[config.mk]
export PLATFORM = sky130hd
export DESIGN_NAME = core_top
export DESIGN_NICKNAME = d
export VERILOG_FILES = /design/src/core_pkg.sv /design/src/core_top.sv /design/src/bus_arbiter.sv /design/src/int_regfile.sv /design/src/exec.sv /design/src/decode.sv /design/src/ifetch.sv
export VERILOG_INCLUDE_DIRS = /design/src /design/src/src
export SDC_FILE = /design/constraint.sdc
export NUM_CORES = 2
export LEC_CHECK = 0
export BUFFER_PORTS_ARGS = -buffer_cell sky130_fd_sc_hd__buf_2
export CAP_MARGIN = 10
export CELL_PAD_IN_SITES_DETAIL_PLACEMENT = 1
export CELL_PAD_IN_SITES_GLOBAL_PLACEMENT = 1
export CORE_UTILIZATION = 25
export CTS_CLUSTER_SIZE = 28
export DETAILED_ROUTE_END_ITERATION = 8
export PLACE_DENSITY_LB_ADDON = 0.12
export RECOVER_POWER = 100
export SYNTH_ARGS = -nofsm -noshare
export SYNTH_HDL_FRONTEND = slang
export SYNTH_SLANG_ARGS = --single-unit
[constraint.sdc]
create_clock -name clk -period 17.7 [get_ports clk]
set_input_delay 0.885 -clock clk [delete_from_list [all_inputs] [get_ports clk]]
set_output_delay 0.885 -clock clk [all_outputs]
set_load 0.03 [all_outputs]
[src/core_settings.svh]
`ifndef CORE_SETTINGS_SVH
`define CORE_SETTINGS_SVH

// Datapath widths
`define XLEN 32
`define ALEN 32
`define ILEN 32

// First fetch address after reset
`define RESET_PC 32'h0000_0000

// Integer register file depth, x0 included
`define NUM_REGS 32

`endif
[src/core_pkg.sv]
`include "core_settings.svh"

package core_pkg;

    // Internal opcode after decode, anything unsupported becomes OP_NOP
    typedef enum logic [3:0] {
        OP_NOP,
        OP_ADD,
        OP_SUB,
        OP_ADDI,
        OP_LUI,
        OP_LW,
        OP_SW,
        OP_BEQ,
        OP_BNE
    } opcode_t;

    typedef enum logic [1:0] {
        EX_IDLE,
        EX_ALU_DONE,     // Result ready, retires this cycle
        EX_MEM_REQ,      // Load or store waiting for the bus to accept
        EX_MEM_WAIT      // Request accepted, waiting for the response
    } exec_state_t;

    typedef struct packed {
        logic [`ILEN-1:0] instr;
        logic [`ALEN-1:0] pc;
    } fetch_pkt_t;

    typedef struct packed {
        opcode_t          op;
        logic [4:0]       rd;
        logic             rd_we;
        logic [`XLEN-1:0] rs1_val;
        logic [`XLEN-1:0] rs2_val;
        logic [`XLEN-1:0] imm;      // Already sign extended
        logic [`ALEN-1:0] pc;
    } decode_pkt_t;

    typedef struct packed {
        logic [`ALEN-1:0] addr;
        logic [`XLEN-1:0] wdata;
        logic             we;
    } mem_req_t;

    typedef struct packed {
        logic [`XLEN-1:0] rdata;
    } mem_rsp_t;

    typedef struct packed {
        logic [`ALEN-1:0] pc;
        logic [4:0]       rd;
        logic             we;
        logic [`XLEN-1:0] wdata;
    } retire_t;

endpackage

[src/core_top.sv]
`timescale 1ns/1ps
`include "core_settings.svh"

module core_top import core_pkg::*; (
    input  logic             clk,
    input  logic             rst,
    output logic             mem_req_valid,
    input  logic             mem_req_ready,
    output mem_req_t         mem_req,
    input  logic             mem_rsp_valid,
    input  mem_rsp_t         mem_rsp,
    input  logic [4:0]       reg_read_sel,
    output logic [`XLEN-1:0] reg_read_data,
    output logic             retire_valid,
    output retire_t          retire
);

    logic             fetch_valid, fetch_ready;
    fetch_pkt_t       fetch_pkt;
    logic             dec_valid, dec_ready;
    decode_pkt_t      dec_pkt;
    logic             redirect_valid;
    logic [`ALEN-1:0] redirect_pc;
    logic [4:0]       rs1_sel, rs2_sel, wr_sel, exec_busy_rd;
    logic [`XLEN-1:0] rs1_data, rs2_data, wr_data;
    logic             wr_en, exec_busy_we, rf_busy;
    logic             f_req_valid, f_req_ready, f_rsp_valid;
    logic             d_req_valid, d_req_ready, d_rsp_valid;
    mem_req_t         f_req, d_req;
    mem_rsp_t         f_rsp, d_rsp;

    ifetch u_ifetch (
        .clk, .rst, .hold(rf_busy), .redirect_valid, .redirect_pc,
        .fetch_valid, .fetch_ready, .fetch_pkt,
        .req_valid(f_req_valid), .req_ready(f_req_ready), .req(f_req),
        .rsp_valid(f_rsp_valid), .rsp(f_rsp)
    );

    decode u_decode (
        .clk, .rst, .redirect_valid, .fetch_valid, .fetch_ready, .fetch_pkt,
        .dec_valid, .dec_ready, .dec_pkt, .rs1_sel, .rs2_sel, .rs1_data, .rs2_data,
        .exec_busy_rd, .exec_busy_we
    );

    exec u_exec (
        .clk, .rst, .dec_valid, .dec_ready, .dec_pkt, .redirect_valid, .redirect_pc,
        .wr_en, .wr_sel, .wr_data, .exec_busy_rd, .exec_busy_we,
        .req_valid(d_req_valid), .req_ready(d_req_ready), .req(d_req),
        .rsp_valid(d_rsp_valid), .rsp(d_rsp), .retire_valid, .retire
    );

    int_regfile u_int_regfile (
        .clk, .rst, .rs1_sel, .rs2_sel, .rs1_data, .rs2_data,
        .obs_sel(reg_read_sel), .obs_data(reg_read_data),
        .wr_en, .wr_sel, .wr_data, .busy(rf_busy)
    );

    bus_arbiter u_bus_arbiter (
        .clk, .rst,
        .f_req_valid, .f_req_ready, .f_req, .f_rsp_valid, .f_rsp,
        .d_req_valid, .d_req_ready, .d_req, .d_rsp_valid, .d_rsp,
        .mem_req_valid, .mem_req_ready, .mem_req, .mem_rsp_valid, .mem_rsp
    );

endmodule

[src/bus_arbiter.sv]
`timescale 1ns/1ps

module bus_arbiter import core_pkg::*; (
    input  logic     clk,
    input  logic     rst,
    input  logic     f_req_valid,
    output logic     f_req_ready,
    input  mem_req_t f_req,
    output logic     f_rsp_valid,
    output mem_rsp_t f_rsp,
    input  logic     d_req_valid,
    output logic     d_req_ready,
    input  mem_req_t d_req,
    output logic     d_rsp_valid,
    output mem_rsp_t d_rsp,
    output logic     mem_req_valid,
    input  logic     mem_req_ready,
    output mem_req_t mem_req,
    input  logic     mem_rsp_valid,
    input  mem_rsp_t mem_rsp
);

    logic outstanding;
    logic locked;        // A request is on the bus but not yet accepted
    logic owner;         // 1 for the data port
    logic grant_data;

    // Data wins a fresh grant, while a presented request keeps its slot
    assign grant_data = locked ? owner : d_req_valid;

    assign mem_req_valid = !outstanding && (f_req_valid || d_req_valid);
    assign mem_req = grant_data ? d_req : f_req;
    assign f_req_ready = !outstanding && !grant_data && mem_req_ready;
    assign d_req_ready = !outstanding && grant_data && mem_req_ready;

    assign f_rsp_valid = mem_rsp_valid && outstanding && !owner;
    assign d_rsp_valid = mem_rsp_valid && outstanding && owner;
    assign f_rsp = mem_rsp;
    assign d_rsp = mem_rsp;

    always_ff @(posedge clk) begin
        if (rst) begin
            outstanding <= 1'b0;
            locked <= 1'b0;
            owner <= 1'b0;
        end else if (mem_req_valid) begin
            owner <= grant_data;
            locked <= !mem_req_ready;
            outstanding <= mem_req_ready;
        end else if (mem_rsp_valid) begin
            outstanding <= 1'b0;
        end
    end

endmodule

[src/int_regfile.sv]
`timescale 1ns/1ps
`include "core_settings.svh"

module int_regfile (
    input  logic             clk,
    input  logic             rst,
    input  logic [4:0]       rs1_sel,
    input  logic [4:0]       rs2_sel,
    output logic [`XLEN-1:0] rs1_data,
    output logic [`XLEN-1:0] rs2_data,
    input  logic [4:0]       obs_sel,
    output logic [`XLEN-1:0] obs_data,
    input  logic             wr_en,
    input  logic [4:0]       wr_sel,
    input  logic [`XLEN-1:0] wr_data,
    output logic             busy
);

    logic [`XLEN-1:0] regs [`NUM_REGS];
    logic [4:0]       clr_idx;

    // Walk from the top register down to x1, one per cycle
    always_ff @(posedge clk) begin
        if (rst) begin
            clr_idx <= 5'(`NUM_REGS - 1);
            busy <= 1'b1;
        end else if (busy) begin
            clr_idx <= clr_idx - 5'd1;
            if (clr_idx == 5'd1)
                busy <= 1'b0;
        end
    end

    always_ff @(posedge clk) begin
        if (busy)
            regs[clr_idx] <= '0;
        else if (wr_en && wr_sel != 5'd0)
            regs[wr_sel] <= wr_data;
    end

    // x0 reads as zero, and a write in flight is forwarded to every read port
    always_comb begin
        rs1_data = (rs1_sel == 5'd0) ? '0 :
                   (wr_en && wr_sel == rs1_sel) ? wr_data : regs[rs1_sel];
        rs2_data = (rs2_sel == 5'd0) ? '0 :
                   (wr_en && wr_sel == rs2_sel) ? wr_data : regs[rs2_sel];
        obs_data = (obs_sel == 5'd0) ? '0 :
                   (wr_en && wr_sel == obs_sel) ? wr_data : regs[obs_sel];
    end

endmodule

[src/exec.sv]
`timescale 1ns/1ps
`include "core_settings.svh"

module exec import core_pkg::*; (
    input  logic             clk,
    input  logic             rst,
    input  logic             dec_valid,
    output logic             dec_ready,
    input  decode_pkt_t      dec_pkt,
    output logic             redirect_valid,
    output logic [`ALEN-1:0] redirect_pc,
    output logic             wr_en,
    output logic [4:0]       wr_sel,
    output logic [`XLEN-1:0] wr_data,
    output logic [4:0]       exec_busy_rd,
    output logic             exec_busy_we,
    output logic             req_valid,
    input  logic             req_ready,
    output mem_req_t         req,
    input  logic             rsp_valid,
    input  mem_rsp_t         rsp,
    output logic             retire_valid,
    output retire_t          retire
);

    exec_state_t      state;
    decode_pkt_t      pkt;         // Instruction currently owned by exec
    logic [`XLEN-1:0] result;
    logic [`XLEN-1:0] alu_out;
    logic             taken;
    logic             branch_taken;
    logic             is_mem;
    logic             accept;

    assign dec_ready = (state == EX_IDLE);
    assign accept = dec_valid && dec_ready;
    assign is_mem = dec_pkt.op inside {OP_LW, OP_SW};

    always_comb begin
        case (dec_pkt.op)
            OP_ADD:  alu_out = dec_pkt.rs1_val + dec_pkt.rs2_val;
            OP_SUB:  alu_out = dec_pkt.rs1_val - dec_pkt.rs2_val;
            OP_ADDI: alu_out = dec_pkt.rs1_val + dec_pkt.imm;
            OP_LUI:  alu_out = dec_pkt.imm;
            default: alu_out = '0;
        endcase
    end

    assign branch_taken = (dec_pkt.op == OP_BEQ && dec_pkt.rs1_val == dec_pkt.rs2_val) ||
                          (dec_pkt.op == OP_BNE && dec_pkt.rs1_val != dec_pkt.rs2_val);

    assign req_valid = (state == EX_MEM_REQ);
    assign redirect_valid = (state == EX_ALU_DONE) && taken;
    assign retire_valid = (state == EX_ALU_DONE);
    assign wr_en = (state == EX_ALU_DONE) && pkt.rd_we && (pkt.rd != 5'd0);
    assign wr_sel = pkt.rd;
    assign wr_data = result;
    assign retire = '{pc: pkt.pc, rd: pkt.rd, we: wr_en, wdata: result};

    // The write in EX_ALU_DONE is seen by decode through the write-first register file
    assign exec_busy_rd = pkt.rd;
    assign exec_busy_we = pkt.rd_we && (state == EX_MEM_REQ || state == EX_MEM_WAIT);

    always_ff @(posedge clk) begin
        if (rst) begin
            state <= EX_IDLE;
            taken <= 1'b0;
        end else begin
            case (state)
                EX_IDLE: begin
                    if (accept) begin
                        state <= is_mem ? EX_MEM_REQ : EX_ALU_DONE;
                        taken <= branch_taken;
                    end
                end
                EX_MEM_REQ: begin
                    if (req_ready)
                        state <= EX_MEM_WAIT;
                end
                EX_MEM_WAIT: begin
                    if (rsp_valid)
                        state <= EX_ALU_DONE;  // Retire the cycle after the response
                end
                default: begin
                    state <= EX_IDLE;
                    taken <= 1'b0;
                end
            endcase
        end
    end

    always_ff @(posedge clk) begin
        if (accept) begin
            pkt <= dec_pkt;
            result <= alu_out;
            redirect_pc <= dec_pkt.pc + dec_pkt.imm;
            req <= '{addr: dec_pkt.rs1_val + dec_pkt.imm, wdata: dec_pkt.rs2_val,
                     we: (dec_pkt.op == OP_SW)};
        end
        if (state == EX_MEM_WAIT && rsp_valid && pkt.op == OP_LW)
            result <= rsp.rdata;
    end

endmodule

[src/decode.sv]
`timescale 1ns/1ps
`include "core_settings.svh"

module decode import core_pkg::*; (
    input  logic             clk,
    input  logic             rst,
    input  logic             redirect_valid,
    input  logic             fetch_valid,
    output logic             fetch_ready,
    input  fetch_pkt_t       fetch_pkt,
    output logic             dec_valid,
    input  logic             dec_ready,
    output decode_pkt_t      dec_pkt,
    output logic [4:0]       rs1_sel,
    output logic [4:0]       rs2_sel,
    input  logic [`XLEN-1:0] rs1_data,
    input  logic [`XLEN-1:0] rs2_data,
    input  logic [4:0]       exec_busy_rd,
    input  logic             exec_busy_we
);

    logic [`ILEN-1:0] instr;
    logic [2:0]       funct3;
    logic [6:0]       funct7;
    opcode_t          op;
    logic [`XLEN-1:0] imm;
    logic             rd_we;
    logic             hazard;

    assign instr = fetch_pkt.instr;
    assign funct3 = instr[14:12];
    assign funct7 = instr[31:25];
    assign rs1_sel = instr[19:15];
    assign rs2_sel = instr[24:20];

    always_comb begin
        op = OP_NOP;
        imm = '0;
        case (instr[6:0])
            7'b0110011: begin  // R type
                if (funct3 == 3'b000 && funct7 == 7'b0000000)
                    op = OP_ADD;
                else if (funct3 == 3'b000 && funct7 == 7'b0100000)
                    op = OP_SUB;
            end
            7'b0010011: begin  // OP-IMM
                if (funct3 == 3'b000)
                    op = OP_ADDI;
                imm = {{20{instr[31]}}, instr[31:20]};
            end
            7'b0110111: begin
                op = OP_LUI;
                imm = {instr[31:12], 12'b0};
            end
            7'b0000011: begin
                if (funct3 == 3'b010)
                    op = OP_LW;
                imm = {{20{instr[31]}}, instr[31:20]};
            end
            7'b0100011: begin
                if (funct3 == 3'b010)
                    op = OP_SW;
                imm = {{20{instr[31]}}, instr[31:25], instr[11:7]};
            end
            7'b1100011: begin
                if (funct3 == 3'b000)
                    op = OP_BEQ;
                else if (funct3 == 3'b001)
                    op = OP_BNE;
                imm = {{19{instr[31]}}, instr[31], instr[7], instr[30:25], instr[11:8], 1'b0};
            end
            default: ;
        endcase
    end

    assign rd_we = op inside {OP_ADD, OP_SUB, OP_ADDI, OP_LUI, OP_LW};

    // Conservative match on the raw source fields, whether or not they are used
    assign hazard = exec_busy_we && (exec_busy_rd != 5'd0) &&
                    (exec_busy_rd == rs1_sel || exec_busy_rd == rs2_sel);

    // Holding one packet at a time keeps exec's busy view complete for the hazard check
    assign fetch_ready = !dec_valid && !hazard;

    always_ff @(posedge clk) begin
        if (rst)
            dec_valid <= 1'b0;
        else if (redirect_valid)
            dec_valid <= 1'b0;
        else if (fetch_valid && fetch_ready)
            dec_valid <= 1'b1;
        else if (dec_valid && dec_ready)
            dec_valid <= 1'b0;
    end

    always_ff @(posedge clk) begin
        if (fetch_valid && fetch_ready)
            dec_pkt <= '{op: op, rd: instr[11:7], rd_we: rd_we, rs1_val: rs1_data,
                         rs2_val: rs2_data, imm: imm, pc: fetch_pkt.pc};
    end

endmodule

[src/ifetch.sv]
`timescale 1ns/1ps
`include "core_settings.svh"

module ifetch import core_pkg::*; (
    input  logic             clk,
    input  logic             rst,
    input  logic             hold,
    input  logic             redirect_valid,
    input  logic [`ALEN-1:0] redirect_pc,
    output logic             fetch_valid,
    input  logic             fetch_ready,
    output fetch_pkt_t       fetch_pkt,
    output logic             req_valid,
    input  logic             req_ready,
    output mem_req_t         req,
    input  logic             rsp_valid,
    input  mem_rsp_t         rsp
);

    logic [`ALEN-1:0] pc;
    logic [`ALEN-1:0] redir_pc;    // Target parked until the stale response drains
    logic             outstanding;
    logic             drop;        // Next response belongs to the old path
    logic             capture;

    // One read at a time, and only once decode has taken the held word
    assign req_valid = !hold && !fetch_valid && !outstanding;
    assign req = '{addr: pc, wdata: '0, we: 1'b0};
    assign capture = rsp_valid && outstanding && !drop;

    always_ff @(posedge clk) begin
        if (rst) begin
            pc <= `RESET_PC;
            outstanding <= 1'b0;
            drop <= 1'b0;
            fetch_valid <= 1'b0;
        end else begin
            if (req_valid && req_ready)
                outstanding <= 1'b1;
            else if (rsp_valid)
                outstanding <= 1'b0;

            if (fetch_valid && fetch_ready)
                fetch_valid <= 1'b0;

            if (rsp_valid && outstanding) begin
                if (drop) begin
                    drop <= 1'b0;
                    pc <= redir_pc;
                end else begin
                    fetch_valid <= 1'b1;
                    pc <= pc + 4;
                end
            end

            // A request already on the bus keeps its address, so its reply is dropped instead
            if (redirect_valid) begin
                fetch_valid <= 1'b0;
                if (req_valid || (outstanding && !rsp_valid))
                    drop <= 1'b1;
                else
                    pc <= redirect_pc;
            end
        end
    end

    always_ff @(posedge clk) begin
        if (redirect_valid)
            redir_pc <= redirect_pc;
        if (capture)
            fetch_pkt <= '{instr: rsp.rdata[`ILEN-1:0], pc: pc};
    end

endmodule

## Yosys cells after proc, flatten, opt, wreduce, memory -nomap -nowiden

Memory sizes are Yosys's and may differ from the RTL's. A register that Yosys moved wholly into a read port is not among the register bits.
Index checks and enable logic that the tools add are counted.

- Add/sub/neg operators: 6
- Eq/ne operators: 35
- Muxes and demuxes: 53
- Bitwise gates (word level): 1
- Reductions and logical operators: 68

Operators with widths:

| operator | count |
|---|---|
| 2-to-1 mux 32 bit | 11 |
| one-hot mux 32 bit (4 select lines) | 2 |
| adder 32 bit | 3 |
| 2-to-1 mux 65 bit | 1 |
| logical AND 1 bit | 33 |
| adder 32 x 3 -> 32 bit, second input constant | 1 |
| equality test 32 bit | 1 |
| != test 32 bit | 1 |
| OR reduction 32 bit | 1 |
| subtractor 32 bit | 1 |
| equality test 4 x 3 -> 1 bit, second input constant | 7 |
| equality test 7 x 6 -> 1 bit, second input constant | 4 |
| one-hot mux 4 bit (6 select lines) | 1 |
| 2-to-1 mux 1 bit | 22 |
| equality test 4 x 2 -> 1 bit, second input constant | 4 |
| equality test 5 bit | 3 |
| logical NOT 5 bit | 3 |
| 2-to-1 mux 5 bit | 3 |
| 2-to-1 mux 2 bit | 6 |
| 2-to-1 mux 4 bit | 3 |
| logical NOT 1 bit | 11 |
| nonzero test 2 bit | 5 |
| nonzero test 5 bit | 2 |
| equality test 4 x 1 -> 1 bit, second input constant | 2 |
| 23 further kinds | 32 |

- Bits in registers: 453
- Bits in writable memories: 1024
- Bits of input ports: 41
- Memories: 1

Memory list:

| name | words | width | rd ports | clocked after Yosys merged registers in | write ports | line | source |
|---|---|---|---|---|---|---|---|
| u_int_regfile.regs | 32 | 32 | 3 | 2 | 1 | int_regfile.sv:19 | `` logic [`XLEN-1:0] regs [`NUM_REGS]; `` |

## Depth between registers and ports, before layout

- Word-level depth: 11
- Depth in mapped cells: 13
- Gate-level depth less buffers: 13

## Modules after synthesis

Synthesis repeated with hierarchy kept, for this count alone.

- Cells, all modules: 5609
- Area total of the unflattened synthesis: 83029.6 µm²

By module, submodules not included:

| module | times used | cells each | area each (µm²) |
|---|---|---|---|
| int_regfile | 1 | 3358 | 57382.5 |
| exec | 1 | 1368 | 13465.4 |
| ifetch | 1 | 472 | 5675.4 |
| decode | 1 | 256 | 4966.0 |
| bus_arbiter | 1 | 155 | 1540.2 |

## Worst setup path before layout

Ideal clock, no wire load.

- Path kind: flip-flop to flip-flop
- From: register u_exec.state[1]
- To: register u_exec.pkt, in the netlist u_exec.exec_busy_rd[0], enable pin
- Library setup time: 639 ps
- Data arrival time: 6440 ps
- Required time: 17061 ps
- Slack: 10621 ps
- Cell stages (with the launch flop): 4
- Cell sequence: dfxtp_1 > clkbuf_1 > nand2b_1 > nor2_1

- Cells in the longest elaborated chain, start to end: 2

RTL lines:

| element | line | source |
|---|---|---|
| start, declared | exec.sv:26 | `exec_state_t state;` |
| start signal, assigned | exec.sv:72 | `state <= is_mem ? EX_MEM_REQ : EX_ALU_DONE;` |
| logical NOT 2 bit | exec.sv:35 | `assign dec_ready = (state == EX_IDLE);` |
| logical AND 1 bit | exec.sv:36 | `assign accept = dec_valid && dec_ready;` |
| net u_exec.accept | exec.sv:33 | `logic accept;` |
| end signal, assigned | exec.sv:94 | `pkt <= dec_pkt;` |
| end, declared | exec.sv:27 | `decode_pkt_t pkt;` |

The timed path passes the listed nets, and every way through them passes these cells.
A chain may end at the register's enable or synchronous reset.

==> results.toml <==
[layout]
syn_to_final_growth_pct = 14.3
fillCellCount = 33500
instances_no_fill = 9484
drive_gt1_share_pct = 26.5
final_util_pct = 28.7
nets = 5208
design_area_sq_um = 92200

[sta]
fmax_mhz = 87.4
hold_viol_final = 0
period_share_pct = 64.7
skew_ps = 84.7
tightestPinTransition_ps = 7970
setup_viol = 0
timing.slew.headroom_pct = -431
maxSlewViolCount = 2905
tns_ps = 0
setup_slack_ps = 6260
rsz0062_at_grt = "false"
finalCriticalPeriod_ps = 11440

[clocking]
cts-root-buf = "clkbuf_16"
cts_setup_buffers = 0
cts_tree = "built"
cts_htree_levels = 4
cts_num_sinks = 1487
cts.clk_slew.worst_paths_ps = 60
cts_made_buffers = 186
cts-resized-gates = 0
worst_skew_pair.late_latency_ps = 910
ctsHoldBuffers = 0
cts.path.max_buffers = 4

[setup_path]
ff2ff_path_depth = 6
critical_path.top_delay_family = "buffers and inverters"
cp_slowest_cell = "clkbuf_1"
crit_end = "u_decode.dec_pkt[94]"
crit_arrival_ps = 12000
rrSetupSlack_ps = 6260
start_kind = "register"
required_ps = 18260
cpPeakStageDelay_ps = 5020
path_buf_inv = 2
reg2reg_to = "u_decode.dec_pkt[94]"
path_max_fanout = 90
path_depth = 6
end_kind = "register"
path_cells = "clkbuf_1 -> clkbuf_1 -> mux4_2 -> mux4_2 -> mux2i_1 -> a211oi_1"
crit_type = "register to register"

[synthesis]
syn_inst = 4899
synth-edff-count = 1429
synth-seq-cells = 1487
ys_top_cells_by_area = "edfxtp_1 53%, mux4_2 26%, ha_1 2.0%, mux2i_1 1.7%, dfxtp_1 1.4%"
synth_top_area_share_pct = 53.2
synth_cell_types = 87
netlist.top_cell.by_area = "edfxtp_1"
syn_nets = 5072
yosysSeqAreaShare_pct = 54.6
async_reset_ff_share_pct = 0
synth_flop_cell = "edfxtp_1"
synth.yosys.warnings = 0
avgSynthCellArea_sq_um = 16.5
syn_area_sq_um = 80700

[power]
ir_worst_vdd_mv = 0.0711
power.density_nw_per_um2 = 85.7
power_frac_comb_pct = 2.9
p_leak_nw = 31.2
switching_power_mw = 1.77
p_sw_share_pct = 22.4
cell_internal_pwr_mw = 6.14
p_clk_share_pct = 48.5
pwr-share-seq_pct = 48.6

[global_route]
grt_max_degree = 91
track_usage_pct = 19.9
grt_pass1_wl_um = 451000
grt_remaining_overflow = 0
grt_pass1_vias = 52700
antenna_found_initial = 38

[routing]
wl_um = 328000
drt-pass1-iter-count = 6
final_antenna_net_count = 0
drtIter0Drc = 4633
dr_total_vias = 50400
drcViolationCount = 0
routed_via_density = 5.31
detail_route.wl_per_cell_um = 34.6

[placement]
hpwl_um = 208000
place_inst = 9150
routabilityCongestion = 0.800
port_buffers = 209
placed_area_sq_um = 87100
preCtsSetupSlack_ps = 11560

[die]
start_util_pct = 25.1
rows = 208
fp.dieW_um = 570
dieArea_sq_um = 325000
io-pin-count = 210
die_y_um = 570
core_sq_um = 321000

[hold_path]
hp-class = "primary input to register"

[outcome]
outcome = "finished with violations"
violations = "capacitance limit, slew limit"

[job]
drv_cap = 106
[placed cells by master (no fill, tap or decap), drive strengths merged, types with 13 or more instances in the layout]
cell type | netlist | layout
edfxtp | 1429 | 1429
mux4 | 938 | 938
clkbuf | 275 | 499
nor2 | 308 | 308
a21oi | 187 | 187
a211oi | 136 | 136
mux2i | 136 | 136
nand2 | 134 | 134
ha | 128 | 128
o21ai | 118 | 118
inv | 98 | 100
buf | 138 | 97
nor2b | 83 | 83
clkinv | 0 | 69
xnor2 | 59 | 59
a21o | 58 | 58
dfxtp | 58 | 58
and2 | 48 | 48
mux2 | 47 | 47
nor3 | 46 | 46
nand3 | 45 | 45
xor2 | 35 | 35
nand2b | 32 | 32
o221ai | 28 | 28
a221oi | 26 | 26
a31oi | 26 | 26
o21bai | 25 | 25
o211ai | 22 | 22
and3 | 18 | 18
bufinv | 0 | 17
o21a | 15 | 15
a222oi | 15 | 15
nand4 | 13 | 13
nor4 | 13 | 13
o31ai | 13 | 13
[area by class of cell]
cell class	instances	area (sq um)	share of cell area (%)
Timing Repair Buffer	361	1730	1.88
Clock buffer	235	4970	5.39
Clock inverter	91	940	1.02
Inverter	98	368	0.399
Antenna cell	6	15.0	0.0163
Multi-Input combinational cell	2901	34700	37.7
Sequential cell	1487	44100	47.8
Tap cell	4305	5390	5.84
[flip-flops by register name (all words and copies together) (netlist names), 2 cells and up, named ones only]
register / flops
u_exec.exec_busy_rd: 5
u_exec.redirect_pc: 32
u_exec.wr_data: 32
u_exec.retire: 32
u_ifetch.fetch_pkt: 64
u_exec.state: 2
u_exec.pkt: 5
u_ifetch.pc: 32
u_ifetch.redir_pc: 32
u_exec.req: 65
u_int_regfile.regs: 1024
u_int_regfile.clr_idx: 5
u_decode.dec_pkt: 138
[metal layers]
metal	GRT usage, %	part of all wire [%]	vias up
met3	2.70	5.1	426
met1	26.9	43	27600
li1	-	-	20800
met4	5.75	3.0	8
met5	0	0.016	-
met2	33.2	48	1555
[worst min path at each step]
stage                     slack (ps)                    from  cells after the start                endpoint
final                            250             mem_rsp[13]                      1  u_ifetch.fetch_pkt[45]
after global routing             230             mem_rsp[13]                      1  u_ifetch.fetch_pkt[45]
after CTS                        150             mem_rsp[13]                      1  u_ifetch.fetch_pkt[45]
after detailed placement         410  u_ifetch.fetch_pkt[31]                      0    u_decode.dec_pkt[31]
after global placement           400   u_ifetch.fetch_pkt[0]                      0     u_decode.dec_pkt[0]
after floorplan                  400   u_ifetch.fetch_pkt[0]                      0     u_decode.dec_pkt[0]
[cells in the mapped netlist, types with 24 or more instances]
| cell | n |
|---|---|
| edfxtp_1 | 1429 |
| mux4_2 | 938 |
| nor2_1 | 307 |
| clkbuf_1 | 275 |
| a21oi_1 | 187 |
| a211oi_1 | 136 |
| mux2i_1 | 136 |
| nand2_1 | 134 |
| ha_1 | 128 |
| o21ai_0 | 117 |
| inv_1 | 98 |
| nor2b_1 | 83 |
| buf_1 | 73 |
| xnor2_1 | 59 |
| a21o_1 | 58 |
| dfxtp_1 | 58 |
| and2_1 | 47 |
| mux2_2 | 47 |
| nor3_1 | 46 |
| nand3_1 | 45 |
| buf_4 | 38 |
| xor2_1 | 35 |
| nand2b_1 | 32 |
| o221ai_1 | 28 |
| a221oi_1 | 26 |
| buf_2 | 26 |
| a31oi_1 | 25 |
| o21bai_1 | 24 |
[through the flow]
stage | hold slack (ps) | power, mW
after detailed placement | 405 | 4.16
final | 252 | 7.91
after global placement | 401 | 4.16
after CTS | 152 | 8.02
after floorplan | 400 | 4.05
after global routing | 226 | 8.12
[cell families after synthesis]
family | share of synthesized area [%]
flip-flops | 54.6
multiplexers | 28.5
AND/OR/NAND/NOR | 4.66
AO/OA/AOI/OAI | 6.53
buffers and inverters | 2.60
adder cells (fa/ha/maj) | 2.08
XOR/XNOR | 1.02
[worst register-to-register path, stage by stage, from the launching register on]
cell and delay, ps:
dfxtp_1 1630, clkbuf_1 2110, clkbuf_1 5060, mux4_2 730
mux4_2 520, mux2i_1 900, a211oi_1 190
[power groups by stage]
stage          clock network (mW)  registers (mW)  logic (mW)
6_report                     3.83            3.84       0.230
5_1_grt                      4.03            3.85       0.241
4_1_cts                      3.93            3.84       0.242
3_5_place_dp                    0            3.92       0.242
3_3_place_gp                    0            3.92       0.243
2_1_floorplan                   0            3.91       0.133
(Power assumes the default switching activity.)
